## config.mk

```make
export PLATFORM = sky130hd
export DESIGN_NAME = cache_req_pipe
export DESIGN_NICKNAME = d
export VERILOG_FILES = /design/src/cache_pkg.sv /design/src/cache_req_pipe.sv
export SDC_FILE = /design/constraint.sdc
export NUM_CORES = 1
export LEC_CHECK = 0
export ABC_AREA = 1
export ABC_CLOCK_PERIOD_IN_PS = 1080
export BUFFER_PORTS_ARGS = -buffer_cell sky130_fd_sc_hd__buf_2
export CORE_AREA = 2 2 158 160
export CTS_CLUSTER_SIZE = 12
export DETAILED_ROUTE_END_ITERATION = 16
export DIE_AREA = 0 0 160 162
export GPL_ROUTABILITY_DRIVEN = 0
export GPL_TIMING_DRIVEN = 0
export HOLD_SLACK_MARGIN = 0.08
export PLACE_DENSITY = 0.63
export SYNTH_ARGS = -nofsm -noshare
export SYNTH_HDL_FRONTEND = slang
export SYNTH_SLANG_ARGS = --single-unit
export TNS_END_PERCENT = 100
```

## constraint.sdc

```tcl
create_clock -name clk_i -period 1.08 [get_ports clk_i]
set_input_delay 0.108 -clock clk_i [delete_from_list [all_inputs] [get_ports clk_i]]
set_output_delay 0.108 -clock clk_i [all_outputs]
set_load 0.05 [all_outputs]
```

## src/cache_pkg.sv

```systemverilog
// Shared sizes and address layout for the two-way blocking data cache.
// The cache geometry is fixed here and every module derives its widths
// from these values. The way index is a single bit, so NUM_WAYS must stay 2.
package cache_pkg;

    localparam int ADDR_W     = 32;
    localparam int DATA_W     = 32;
    localparam int BE_W       = 4;
    localparam int BYTE_W     = DATA_W / BE_W;
    localparam int NUM_SETS   = 64;
    localparam int NUM_WAYS   = 2;
    localparam int LINE_WORDS = 4;
    localparam int TAG_W      = 22;
    localparam int SET_W      = 6;
    localparam int WORD_W     = 2;
    localparam int NLINE_W    = 28;
    localparam int TID_W      = 4;
    localparam int LINE_W     = 128;

    // Offsets below the word and below the line
    localparam int BYTE_OFF_W = ADDR_W - TAG_W - SET_W - WORD_W;
    localparam int LINE_OFF_W = ADDR_W - NLINE_W;

    localparam logic op_load  = 1'b0;
    localparam logic op_store = 1'b1;

    // One request address with two views.
    // Array indexing uses c, the miss request and refill use l
    typedef union packed {
        struct packed {
            logic [TAG_W-1:0]      tag;
            logic [SET_W-1:0]      set;
            logic [WORD_W-1:0]     word;
            logic [BYTE_OFF_W-1:0] byte_off;
        } c;
        struct packed {
            logic [NLINE_W-1:0]    nline;
            logic [LINE_OFF_W-1:0] line_off;
        } l;
    } req_addr_u;

    // Word 0 of a refill line sits in the low bits
    function automatic logic [DATA_W-1:0] line_word(
        input logic [LINE_W-1:0] line,
        input logic [WORD_W-1:0] word
    );
        return line[word*DATA_W +: DATA_W];
    endfunction

endpackage

```

## src/cache_req_pipe.sv

```systemverilog
// Request payload of stages 1 and 2 and selection of the core response.
// Payload registers have no reset, the control module tracks validity.
// Stage 2 keeps only what a pending load miss needs.
module cache_req_pipe
    import cache_pkg::*;
(
    input  logic               clk_i,

    input  logic               core_req_op_i,
    input  logic [ADDR_W-1:0]  core_req_addr_i,
    input  logic [DATA_W-1:0]  core_req_wdata_i,
    input  logic [BE_W-1:0]    core_req_be_i,
    input  logic [TID_W-1:0]   core_req_tid_i,

    input  logic               st1_load_i,
    input  logic               st2_load_i,
    input  logic               rsp_from_refill_i,
    input  logic [DATA_W-1:0]  st1_rdata_i,
    input  logic [LINE_W-1:0]  refill_data_i,

    output req_addr_u          st1_addr_o,
    output logic [DATA_W-1:0]  st1_wdata_o,
    output logic [BE_W-1:0]    st1_be_o,
    output logic               st1_is_store_o,
    output logic               st1_is_load_o,
    output req_addr_u          st2_addr_o,
    output logic [NLINE_W-1:0] miss_req_nline_o,
    output logic [DATA_W-1:0]  core_rsp_rdata_o,
    output logic [TID_W-1:0]   core_rsp_tid_o
);

    logic              st1_op_q;
    req_addr_u         st1_addr_q;
    logic [DATA_W-1:0] st1_wdata_q;
    logic [BE_W-1:0]   st1_be_q;
    logic [TID_W-1:0]  st1_tid_q;
    req_addr_u         st2_addr_q;
    logic [TID_W-1:0]  st2_tid_q;

    always_ff @(posedge clk_i) begin
        if (st1_load_i) begin
            st1_op_q    <= core_req_op_i;
            st1_addr_q  <= core_req_addr_i;
            st1_wdata_q <= core_req_wdata_i;
            st1_be_q    <= core_req_be_i;
            st1_tid_q   <= core_req_tid_i;
        end
        if (st2_load_i) begin
            st2_addr_q <= st1_addr_q;
            st2_tid_q  <= st1_tid_q;
        end
    end

    assign st1_addr_o     = st1_addr_q;
    assign st1_wdata_o    = st1_wdata_q;
    assign st1_be_o       = st1_be_q;
    assign st1_is_store_o = (st1_op_q == op_store);
    assign st1_is_load_o  = (st1_op_q == op_load);

    assign st2_addr_o       = st2_addr_q;
    assign miss_req_nline_o = st2_addr_q.l.nline;

    // Refill answers the pending miss with the word it asked for
    assign core_rsp_rdata_o = rsp_from_refill_i ? line_word(refill_data_i, st2_addr_q.c.word)
                                                : st1_rdata_i;
    assign core_rsp_tid_o   = rsp_from_refill_i ? st2_tid_q : st1_tid_q;

endmodule

```

==> impl_metrics.py <==
metrics = {
    "placement": {
        "preCtsSetupSlack_ps": -723,
        "dp_hpwl_um": 16500,
        "port_buffers": 401,
    },
    "cts": {
        "tritoncts_num_sinks": 109,
        "clock_latency_ps": 350,
        "ctsLongestPathBuffers": 2,
        "cts_buffers": 9,
        "cts-htree-levels": 3,
        "clockRootBuffer": "clkbuf_16",
        "clk_pin_slew_ps": 80,
        "cts_tree": "done",
    },
    "global_routing": {
        "gr-usage-met1": 0.176,
        "use_met3": 0.0472,
        "use_met2": 0.315,
        "grt_max_degree": 74,
        "track_usage": 0.167,
        "gr-max-usage-layer": "met2",
        "overflow": 0,
        "antenna_found_initial": 1,
        "grt_pass1_wl_um": 33100,
        "grt_pass1_vias": 6001,
    },
    "run": {
        "drv_cap": 0,
    },
    "sta": {
        "rsz0062_at_grt": "yes",
        "post-route-min-period_ps": 1910,
        "finClkSkew_ps": 8.44,
        "final-hold-violation-count": 0,
        "slew_headroom": 0.394,
        "worst_pin_slew_ps": 909,
        "layout_setup_ws_ps": -831,
        "finalMaxSlewViolations": 0,
        "post-route-period-util": 1.77,
        "setup_tns_ps": -27650,
        "max_freq_mhz": 523,
        "setup_viol": 79,
    },
    "die": {
        "start_util": 0.228,
        "io_pins": 403,
        "core_area_sq_um": 24100,
        "die_w_um": 160,
        "rows": 57,
        "die_height_um": 162,
        "dieArea_sq_um": 25900,
    },
    "detailed_routing": {
        "drc": 0,
        "first_pass_iters": 5,
        "vias_per_cell": 4.05,
        "antenna_left": 0,
        "finalWirelength_um": 23500,
        "drt-wirelength-per-cell_um": 15.9,
        "drtIter0Drc": 314,
        "vias": 5969,
    },
    "synth": {
        "syn_nets": 865,
        "synth-seq-area-share": 0.594,
        "yosys_register_bits": 109,
        "synthesis.area_sq_um": 5510,
        "synth_cell_types": 9,
        "synth_area_leaders": "edfxtp_1 59%, nand2_1 18%, inv_1 8.9%",
        "syn_inst": 628,
        "synth_top_area_cell": "edfxtp_1",
        "yosys_warnings": 0,
        "postSynthAreaPerCell_sq_um": 8.77,
        "synth_top_area_frac": 0.594,
    },
    "setup_path": {
        "critPathKind": "register to primary output",
        "cpMaxStageDelayCell": "edfxtp_1",
        "start_kind": "register",
        "critPathMaxFanout": 7,
        "rrSetupSlack_ps": 120,
        "required_ps": 970,
        "cp_cell_sequence": "buf_12, buf_12, clkbuf_16, nand2_2, nand3_2, nand2_2, nand2_2, nand2_4, buf_8",
        "worst_path_largest_cell_delay_ps": 420,
        "arrival_ps": 1800,
        "crit_top_cell": "nand2_2",
        "critPathCaptureType": "primary output",
    },
    "power_and_ir_drop": {
        "leakagePower_nw": 5.74,
        "power.density_nw_per_um2": 1230,
        "ir_drop_v": 0.00136,
        "total_power_mw": 13.9,
    },
    "finish": {
        "drive_above_1_share": 0.554,
        "fin_nets": 1382,
        "area_delta_synth_final_pct": 105,
    },
    "status": {
        "violations": "setup timing",
        "status": "finished, violations left",
    },
    "min_path": {
        "min_path_type": "input pin to register",
    },
}
## synthesized netlist by cell type
library cell and instances:
buf_2 13, buf_4 34, buf_6 7, clkbuf_8 1, edfxtp_1 109, inv_1 130, inv_2 2, nand2_1 268
nand3_1 64
## flip-flops by register name, indices dropped and copies added, names as in the netlist
signal,cells
st1_addr_o,32
st1_tid_q,4
st1_be_o,4
st1_wdata_o,32
st1_is_store_o,1
st2_addr_o,32
st2_tid_q,4
## worst paths after layout
path	start	end	cells past startpoint
worst min-delay path	st1_load_i	st1_wdata_o[26]$_DFFE_PP_	1
worst min register to register	st1_tid_q[2]$_DFFE_PP_	st2_tid_q[2]$_DFFE_PP_	0
worst max-delay path	st2_addr_o[2]$_DFFE_PP_	core_rsp_rdata_o[14]	9
worst max register to register	st1_addr_o[31]$_DFFE_PP_	st2_addr_o[31]$_DFFE_PP_	2
## stage by stage
stage                      util  cells  area [sq um]  hold WS (ps)
after CTS                 0.441   1462         10600           435
after global routing      0.467   1475         11300           459
after floorplan               -    628          5790           207
final                     0.467   1475         11300           435
after global placement    0.340   1353          8200           284
after detailed placement  0.340   1353          8210           286
## layout make-up
| type | instances | area (sq um) |
|---|---|---|
| timing repair buffer | 505 | 4210 |
| fill | 2173 | 12800 |
| sequential | 109 | 3270 |
| inverter | 132 | 505 |
| tap | 324 | 405 |
| timing repair inverter | 1 | 7.51 |
| clock inverter | 7 | 66.3 |
| clock buffer | 9 | 225 |
| buffer | 55 | 639 |
| multi-input combinational | 332 | 1930 |
| antenna | 1 | 2.50 |
## cells by family (layout without fill, tap and decap cells)
| group | count (synthesis) | in the layout | share of synthesized area |
|---|---|---|---|
| buffers and inverters | 187 | 709 | 0.165 |
| DFF | 109 | 109 | 0.594 |
| other | 0 | 1 | 0 |
| and+or+nand+nor | 332 | 332 | 0.241 |
## cells in the final DEF (no fill, tap or decap)
cell / instances
nand3_1: 35
nand3_4: 3
nand2_1: 166
clkbuf_4: 3
nand2_4: 37
clkinvlp_4: 1
clkinv_1: 1
clkinv_4: 2
nand2_2: 65
inv_8: 1
nand3_2: 26
buf_16: 2
dlygate4sd3_1: 73
buf_12: 11
inv_4: 2
edfxtp_1: 109
diode_2: 1
clkinv_8: 1
buf_6: 118
clkbuf_16: 11
inv_6: 3
buf_4: 45
inv_1: 129
buf_2: 249
buf_8: 57
## routing by layer
metal	wire length (um)	up-vias
li1	-	2924
met1	8350	2682
met2	12400	327
met3	2050	36
met4	750	0
met5	0	-
## where the power goes
part | internal [mW] | switching (mW)
clock | 1.62 | 1.60
sequential | 5.03 | 0.222
combinational | 2.22 | 3.18
total | 8.87 | 5.00
## worst max-delay path, delay by kind of cell, from the launching register on
| family | cells | cell delay [ps] |
|---|---|---|
| buffers and inverters | 4 | 620 |
| AND/OR/NAND/NOR | 5 | 410 |
| flip-flops | 1 | 420 |
## timing repair
action	4_1_cts	5_1_grt
gates cloned	3	2
endpoints found under the hold margin	73	0
endpoints found under the setup margin	127	151
pin swaps	17	35
resized for setup	363	179
hold buffers	73	0
buffers inserted	17	11
No activity file was read; power rests on OpenSTA's default activity.
