**src/cache_ctrl_pe.sv**
```systemverilog
// Control of the three-stage cache pipeline.
// One request in flight per stage, and stage 2 only ever holds a load miss.
// Refill must not arrive before the cycle after miss_req_o.
module cache_ctrl_pe (
    input  logic clk_i,
    input  logic rst_ni,

    input  logic core_req_valid_i,
    input  logic st1_is_store_i,
    input  logic st1_is_load_i,
    input  logic dir_hit_i,
    input  logic refill_valid_i,

    output logic core_req_ready_o,
    output logic array_read_o,
    output logic st1_load_o,
    output logic st2_load_o,
    output logic data_write_o,
    output logic refill_write_o,
    output logic rsp_valid_o,
    output logic rsp_from_refill_o,
    output logic mem_write_o,
    output logic miss_req_o
);

    logic st1_valid_q;
    logic st2_pend_q;
    logic st2_first_q;
    logic st1_hit;
    logic st1_store;
    logic st1_miss;
    logic accept;

    assign st1_hit   = st1_valid_q & dir_hit_i;
    assign st1_store = st1_valid_q & st1_is_store_i;
    assign st1_miss  = st1_valid_q & st1_is_load_i & ~dir_hit_i;

    // Store gives a one-cycle bubble, a miss blocks until its refill is taken
    assign core_req_ready_o = ~st1_store & ~st1_miss & ~st2_pend_q;

    assign accept       = core_req_valid_i & core_req_ready_o;
    assign array_read_o = accept;
    assign st1_load_o   = accept;

    // Stores are write-through, the array is only touched on a hit
    assign mem_write_o  = st1_store;
    assign data_write_o = st1_store & dir_hit_i;

    assign st2_load_o = st1_miss;
    assign miss_req_o = st2_first_q;

    assign refill_write_o    = st2_pend_q & refill_valid_i;
    assign rsp_from_refill_o = refill_write_o;
    assign rsp_valid_o       = (st1_hit & st1_is_load_i) | refill_write_o;

    always_ff @(posedge clk_i or negedge rst_ni) begin
        if (!rst_ni) begin
            st1_valid_q <= 1'b0;
            st2_pend_q  <= 1'b0;
            st2_first_q <= 1'b0;
        end else begin
            st1_valid_q <= accept;
            st2_first_q <= st2_load_o;
            if (st2_load_o) begin
                st2_pend_q <= 1'b1;
            end else if (refill_write_o) begin
                st2_pend_q <= 1'b0;
            end
        end
    end

endmodule

```
**config.mk**
```make
export PLATFORM = sky130hd
export DESIGN_NAME = cache_ctrl_pe
export DESIGN_NICKNAME = d
export VERILOG_FILES = /design/src/cache_ctrl_pe.sv
export SDC_FILE = /design/constraint.sdc
export NUM_CORES = 1
export LEC_CHECK = 0
export ABC_AREA = 1
export BUFFER_PORTS_ARGS = -buffer_cell sky130_fd_sc_hd__buf_2
export CAP_MARGIN = 20
export CORE_AREA = 2 2 39 41
export CTS_CLUSTER_DIAMETER = 40
export DETAILED_ROUTE_END_ITERATION = 10
export DIE_AREA = 0 0 41 43
export PLACE_DENSITY = 0.4
export SKIP_LAST_GASP = 1
export SYNTH_ARGS = -nofsm -noshare
export SYNTH_HDL_FRONTEND = slang
export SYNTH_SLANG_ARGS = --single-unit
```
**constraint.sdc**
```tcl
create_clock -name clk_i -period 2.1 [get_ports clk_i]
set_clock_uncertainty 0.2 [all_clocks]
set_input_delay 0.42 -clock clk_i [delete_from_list [all_inputs] [get_ports clk_i]]
set_output_delay 0.42 -clock clk_i [all_outputs]
set_load 0.005 [all_outputs]
```
==> out/qor.yml, run 1 <==
grt:
  grt_pass1_wl_um: 648
  gr-total-overflow: 0
  grt_max_degree: 5
  grt_util_all_layers: 0.0663
  antenna_found_initial: 0
  grt_pass1_vias: 163
drt:
  firstDrtPassIters: 2
  vias: 192
  via_per_inst: 3.37
  drc: 0
  drt_iter0_drc: 3
  routed_wl_um: 450
  wire_per_inst_um: 7.89
  final_antenna_net_count: 0
clock_tree:
  ctsRootBufferMaster: "clkbuf_4"
  clk_pin_slew_worst_paths_ns: 0.04
  clk_latency_ns: 0.24
  clock-sinks: 3
  clockBufferDepth: 2
  cts_made_buffers: 3
  tritoncts: "yes"
  htree_levels: 1
cells_and_area:
  multiInputGateArea_um2: 48.8
  final_cell_mix: "buf_2, inv_1, nand2_1"
  fin_nets: 49
  seqCellArea_um2: 75.1
  drive_above_1_share: 0.512
  insertedDiodeCount: 0
  final_cells: 57
  area_delta_synth_final_pct: 75.2
  final_common_cell: "buf_2"
  fill_cells: 165
die:
  die_w_um: 41
  start_util: 0.117
  die_h_um: 43
  die_area_um2: 1760
  rows: 14
  io_pins: 17
  core_area_um2: 1380
sta:
  fmax_ghz: 0.581
  worst_hold_slack_ns: 0.159
  max_slew.worst_pin.slew_ns: 0.134
  hold_viol_final: 0
  slew_headroom: 0.910
  setup_violations: 0
  fin_crit_sh: 0.820
  fin_crit_ns: 1.72
  slew_viol_final: 0
  finalSetupTns_ns: 0
  rsz0062_at_grt: "no"
  setup_ws_ns: 0.378
power:
  pwr-share-seq: 0.314
  p_int_uw: 154
  clockPowerShare: 0.496
  p_per_area_nw_per_um2: 747
  ir_drop_uv: 234
  power_frac_comb: 0.190
  sw_frac_of_total: 0.270
  p_leak_uw: 0.000186
  p_sw_uw: 57.1
place:
  gp_congestion: 0.615
  portBuffers: 16
  dpl.cell_count: 52
  dp_hpwl_um: 355
  post-place-ws_ns: 0.477
critical_path:
  endpoint_kind: "output pin"
  critical_path_class: "flop to output pin"
  setup.worst_path.start_class: "flop"
  worstPathMaxFanout: 4
  cp.required_ns: 1.48
  arrival_ns: 1.10
outcome:
  status: "completed"
yosys:
  avgSynthCellArea_um2: 7.34
  yosys.cell_types.count: 10
  yosys_register_bits: 3
  netlist_area_um2: 161
  synth-compound-area-share: 0.0930
  yosysSeqAreaShare: 0.465
  synth-adder-area-share: 0
  synth.area.mux_share: 0
  synth_xor_area_frac: 0
  synthCells: 22
  synth-simple-area-share: 0.209
  synth_top_family_by_area: "buffers and inverters"
  synth_fp_nets: 29
  yosys_warnings: 0
flow_run:
  cap_violations: 0
worst_hold_path:
  hp-class: "primary input to flop"
[power by group through the flow]
| stage | sequential [uW] | combinational [uW] | clock, uW |
|---|---|---|---|
| 5_1_grt | 67.1 | 47.3 | 120 |
| 2_1_floorplan | 66.4 | 21.0 | 0 |
| 3_3_place_gp | 67.3 | 39.6 | 0 |
| 3_5_place_dp | 67.1 | 39.6 | 0 |
| 4_1_cts | 66.4 | 41.3 | 112 |
| 6_report | 66.3 | 40.2 | 105 |
[worst paths after layout]
kind | from | endpoint | slack, ns | cells past startpoint
worst max-delay path | st1_valid_q | array_read_o | 0.38 | 4
worst min-delay path | refill_valid_i | st2_pend_q | 0.16 | 2
worst max register to register | st1_valid_q | st1_valid_q | 1.08 | 3
worst min register to register | st2_pend_q | st2_pend_q | 0.34 | 2
max in group asynchronous | rst_ni | miss_req_o | 1.29 | 2
min in group asynchronous | rst_ni | st2_pend_q | 0.30 | 2
[sequential cells by signal, summed over array words and instances (netlist names)]
register / count
st2_pend_q: 1
st1_valid_q: 1
miss_req_o: 1
[routing by layer]
layer | vias to the layer above | global-route usage | wire, um | share of wire
li1 | 100 | - | - | -
met1 | 75 | 0.0707 | 195 | 0.43
met2 | 17 | 0.0625 | 180 | 0.40
met3 | 0 | 0.0785 | 75 | 0.17
met4 | 0 | 0.0600 | 0 | 0
met5 | - | 0 | 0 | 0
[layout make-up]
| class | instances | share of cell area |
|---|---|---|
| inverters | 6 | 0.0796 |
| clock buffers | 4 | 0.0929 |
| multi-input cells | 11 | 0.173 |
| flip-flops and latches | 3 | 0.265 |
| repair buffers | 17 | 0.319 |
| well taps | 16 | 0.0708 |
[through the flow]
stage / cell area, um^2 / util / power [uW]
6_report: 283 / 0.204 / 211
3_3_place_gp: 246 / 0.178 / 107
5_1_grt: 283 / 0.204 / 235
3_5_place_dp: 246 / 0.178 / 107
4_1_cts: 283 / 0.204 / 219
2_1_floorplan: 161 / - / 87.4
[synthesized netlist by cell type, drive strengths merged]
library cell	n	area, um^2
inv	6	22.5
nand2	4	15.0
dfrtp	3	75.1
nor2	3	13.8
buf	2	15.0
o21ai	2	10.0
a21oi	1	5.00
nand3	1	5.00
[repair_timing]
| item | in CTS | in global routing |
|---|---|---|
| gates resized for setup | 0 | 0 |
| hold buffers | 1 | 0 |
| setup buffers | 0 | 0 |
| endpoints found under the hold margin | 3 | 0 |
[worst max-delay path, cell delays in order (launching register included)]
cell	delay, ns
dfrtp_1	0.40
a21oi_1	0.13
nand2_1	0.10
nor2_2	0.12
buf_2	0.12
[logic make-up (layout without fill, tap and decap cells)]
| logic type | after synthesis | in the layout |
|---|---|---|
| AOI/OAI and AO/OA | 3 | 3 |
| and+or+nand+nor | 8 | 8 |
| DFF | 3 | 3 |
| buffers and inverters | 8 | 27 |
No activity file was read; power rests on OpenSTA's default activity.
==> inputs of run 2 (changes only) <==
--- a/config.mk
+++ b/config.mk
@@ -12,7 +12,7 @@
 export CTS_CLUSTER_DIAMETER = 40
 export DETAILED_ROUTE_END_ITERATION = 10
 export DIE_AREA = 0 0 41 43
-export PLACE_DENSITY = 0.4
+export PLACE_DENSITY = 0.42
 export SKIP_LAST_GASP = 1
 export SYNTH_ARGS = -nofsm -noshare
 export SYNTH_HDL_FRONTEND = slang
==> constraint.sdc (replaced) <==
create_clock -name clk_i -period 1.55 [get_ports clk_i]
set_clock_uncertainty 0.2 [all_clocks]
set_input_delay 0.31 -clock clk_i [delete_from_list [all_inputs] [get_ports clk_i]]
set_output_delay 0.31 -clock clk_i [all_outputs]
set_load 0.005 [all_outputs]
==> out/qor.yml, run 2 (same netlist as run 1, synthesis figures left out) <==
cells_and_area:
  fin_nets: 50  # +2.0%
  insertedDiodeCount: 0  # unchanged
  fin_util: 0.222  # +0.0181
  area_delta_synth_final_pct: 90.7
  drive_above_1_share: 0.667  # +0.154
  seqCellArea_um2: 76.3  # +1.7%
  final_common_cell: "buf_2"
  final_cell_mix: "buf_2, inv_1, clkbuf_4"
  fill_cells: 168  # +1.8%
  multiInputGateArea_um2: 65.1  # +33%
grt:
  grt_busiest_layer: "met4"
  grt_util_all_layers: 0.0683  # +0.00201
  gr-total-overflow: 0  # unchanged
  grt_max_degree: 5  # unchanged
  met1_usage: 0.0611  # -0.00965
  met3_usage: 0.0628  # -0.0157
  grt_pass1_vias: 172  # +5.5%
  antenna_found_initial: 0  # unchanged
  grt_pass1_wl_um: 690  # +6.5%
  met2_usage: 0.0781  # +0.0156
die:
  start_util: 0.117  # unchanged
  die_h_um: 43  # unchanged
  die_area_um2: 1760  # unchanged
  io_pins: 17  # unchanged
  die_w_um: 41  # unchanged
  core_area_um2: 1380  # unchanged
  rows: 14  # unchanged
critical_path:
  rr_startpoint: "st1_valid_q"
  arrival_ns: 1.11  # about the same
  cp.required_ns: 1.04  # -0.44 ns
  setup.worst_path.start_class: "flop"
  worstPathMaxFanout: 4  # unchanged
  endpoint_kind: "output pin"
  rr_endpoint: "st1_valid_q"
  reg2reg_slack_ns: 0.42  # -0.66 ns
  critical_path_class: "flop to output pin"
  rr_worst_depth: 4  # +1
flow_run:
  cap_violations: 0  # unchanged
drt:
  firstDrtPassIters: 2  # unchanged
  final_antenna_net_count: 0  # unchanged
  vias: 201  # +4.7%
  drc: 0  # unchanged
  drt_iter0_drc: 3  # unchanged
  via_per_inst: 3.47  # +2.9%
  routed_wl_um: 449  # -0.22%
  wire_per_inst_um: 7.74  # -1.9%
clock_tree:
  clk_pin_slew_worst_paths_ns: 0.04  # about the same
  clk_latency_ns: 0.23  # about the same
  clock-sinks: 3  # unchanged
  ctsRootBufferMaster: "clkbuf_4"
  cts_made_buffers: 3  # unchanged
  tritoncts: "yes"
  htree_levels: 1  # unchanged
  clockBufferDepth: 2  # unchanged
outcome:
  status: "finished, violations left"
  violations: "setup timing"
worst_hold_path:
  min_path_cells: 2  # unchanged
  whs_endpoint: "st2_pend_q"
  min_from: "refill_valid_i"
  hp-class: "primary input to flop"
power:
  clockPowerShare: 0.469  # -0.027
  power_frac_comb: 0.216  # +0.026
  sw_frac_of_total: 0.268  # -0.00176
  p_int_uw: 215  # +39%
  p_per_area_nw_per_um2: 954  # +28%
  p_sw_uw: 78.8  # +38%
  ir_drop_uv: 309  # +32%
  pwr-share-seq: 0.315  # about the same
  p_leak_uw: 0.000191  # +2.8%
sta:
  fin_crit_sh: 1.05
  hold_viol_final: 0  # unchanged
  rsz0062_at_grt: "yes"
  fmax_ghz: 0.616
  fin_crit_ns: 1.62
  worst_hold_slack_ns: 0.0642  # -0.0947 ns
  setup_ws_ns: -0.0734  # -0.452 ns
  max_slew.worst_pin.slew_ns: 0.124  # -0.00990 ns
  slew_viol_final: 0  # unchanged
  setup_violations: 2  # +2
  slew_headroom: 0.917  # +0.00693
place:
  gp_congestion: 0.601  # -2.2%
  portBuffers: 16  # unchanged
  dp_hpwl_um: 371  # +4.3%
  post-place-ws_ns: 0.128  # -0.349 ns
run 2: cell types whose count changed in the layout (fill, tap and decap cells not counted), sizes merged:
cell  delta
buf      +1
run 2: worst max-delay path, stage by stage (launching register included):
cell     delay [ns]
dfrtp_2        0.43
a21oi_2        0.14
nand2_2        0.07
nor2_2         0.11
buf_2          0.13
run 2: power groups by stage:
| stage | logic, uW | registers (uW) | clock network [uW] |
|---|---|---|---|
| global route | 71.4 | 94.0 | 156 |
| CTS | 59.8 | 90.2 | 143 |
| detailed placement | 53.9 | 91.2 | 0 |
| global placement | 53.1 | 91.0 | 0 |
| finish | 63.3 | 92.5 | 138 |
| floorplan | 28.5 | 90.0 | 0 |
run 2: area by class of cell:
class                      instances  area share
sequential                         3       0.248
timing repair buffer              18       0.317
clock buffer                       4      0.0854
inverter                           6      0.0732
tap                               16      0.0650
multi-input combinational         11       0.211
run 2: worst max-delay path by stage:
stage	from	cells after the start	slack, ns	to
3_5_place_dp	st1_is_store_i	5	0.13	st1_load_o
6_report	st1_valid_q	4	-0.07	st1_load_o
4_1_cts	st1_valid_q	4	-0.08	st1_load_o
5_1_grt	st1_valid_q	4	-0.14	st1_load_o
2_1_floorplan	st1_valid_q	4	0.21	st1_load_o
3_3_place_gp	st1_is_store_i	5	0.18	st1_load_o
run 2: what timing repair did:
item,in CTS,in global routing
resized for setup,0,6
hold endpoints to repair,3,0
setup buffers,1,0
setup endpoints to repair,2,4
hold buffers,1,0
run 2: per-stage QoR:
| step | instances | area (um^2) | setup TNS, ns | power [uW] |
|---|---|---|---|---|
| 2_1_floorplan | 22 | 161 | 0 | 118 |
| 4_1_cts | 58 | 290 | -0.165 | 294 |
| 3_3_place_gp | 52 | 246 | 0 | 144 |
| 6_report | 58 | 308 | -0.145 | 294 |
| 5_1_grt | 58 | 308 | -0.320 | 321 |
| 3_5_place_dp | 52 | 246 | 0 | 145 |
run 2: metal layers:
layer	vias to the layer above	wire length (um)
met5	-	0
met4	0	13
met3	2	67
met2	16	164
met1	81	204
li1	102	-
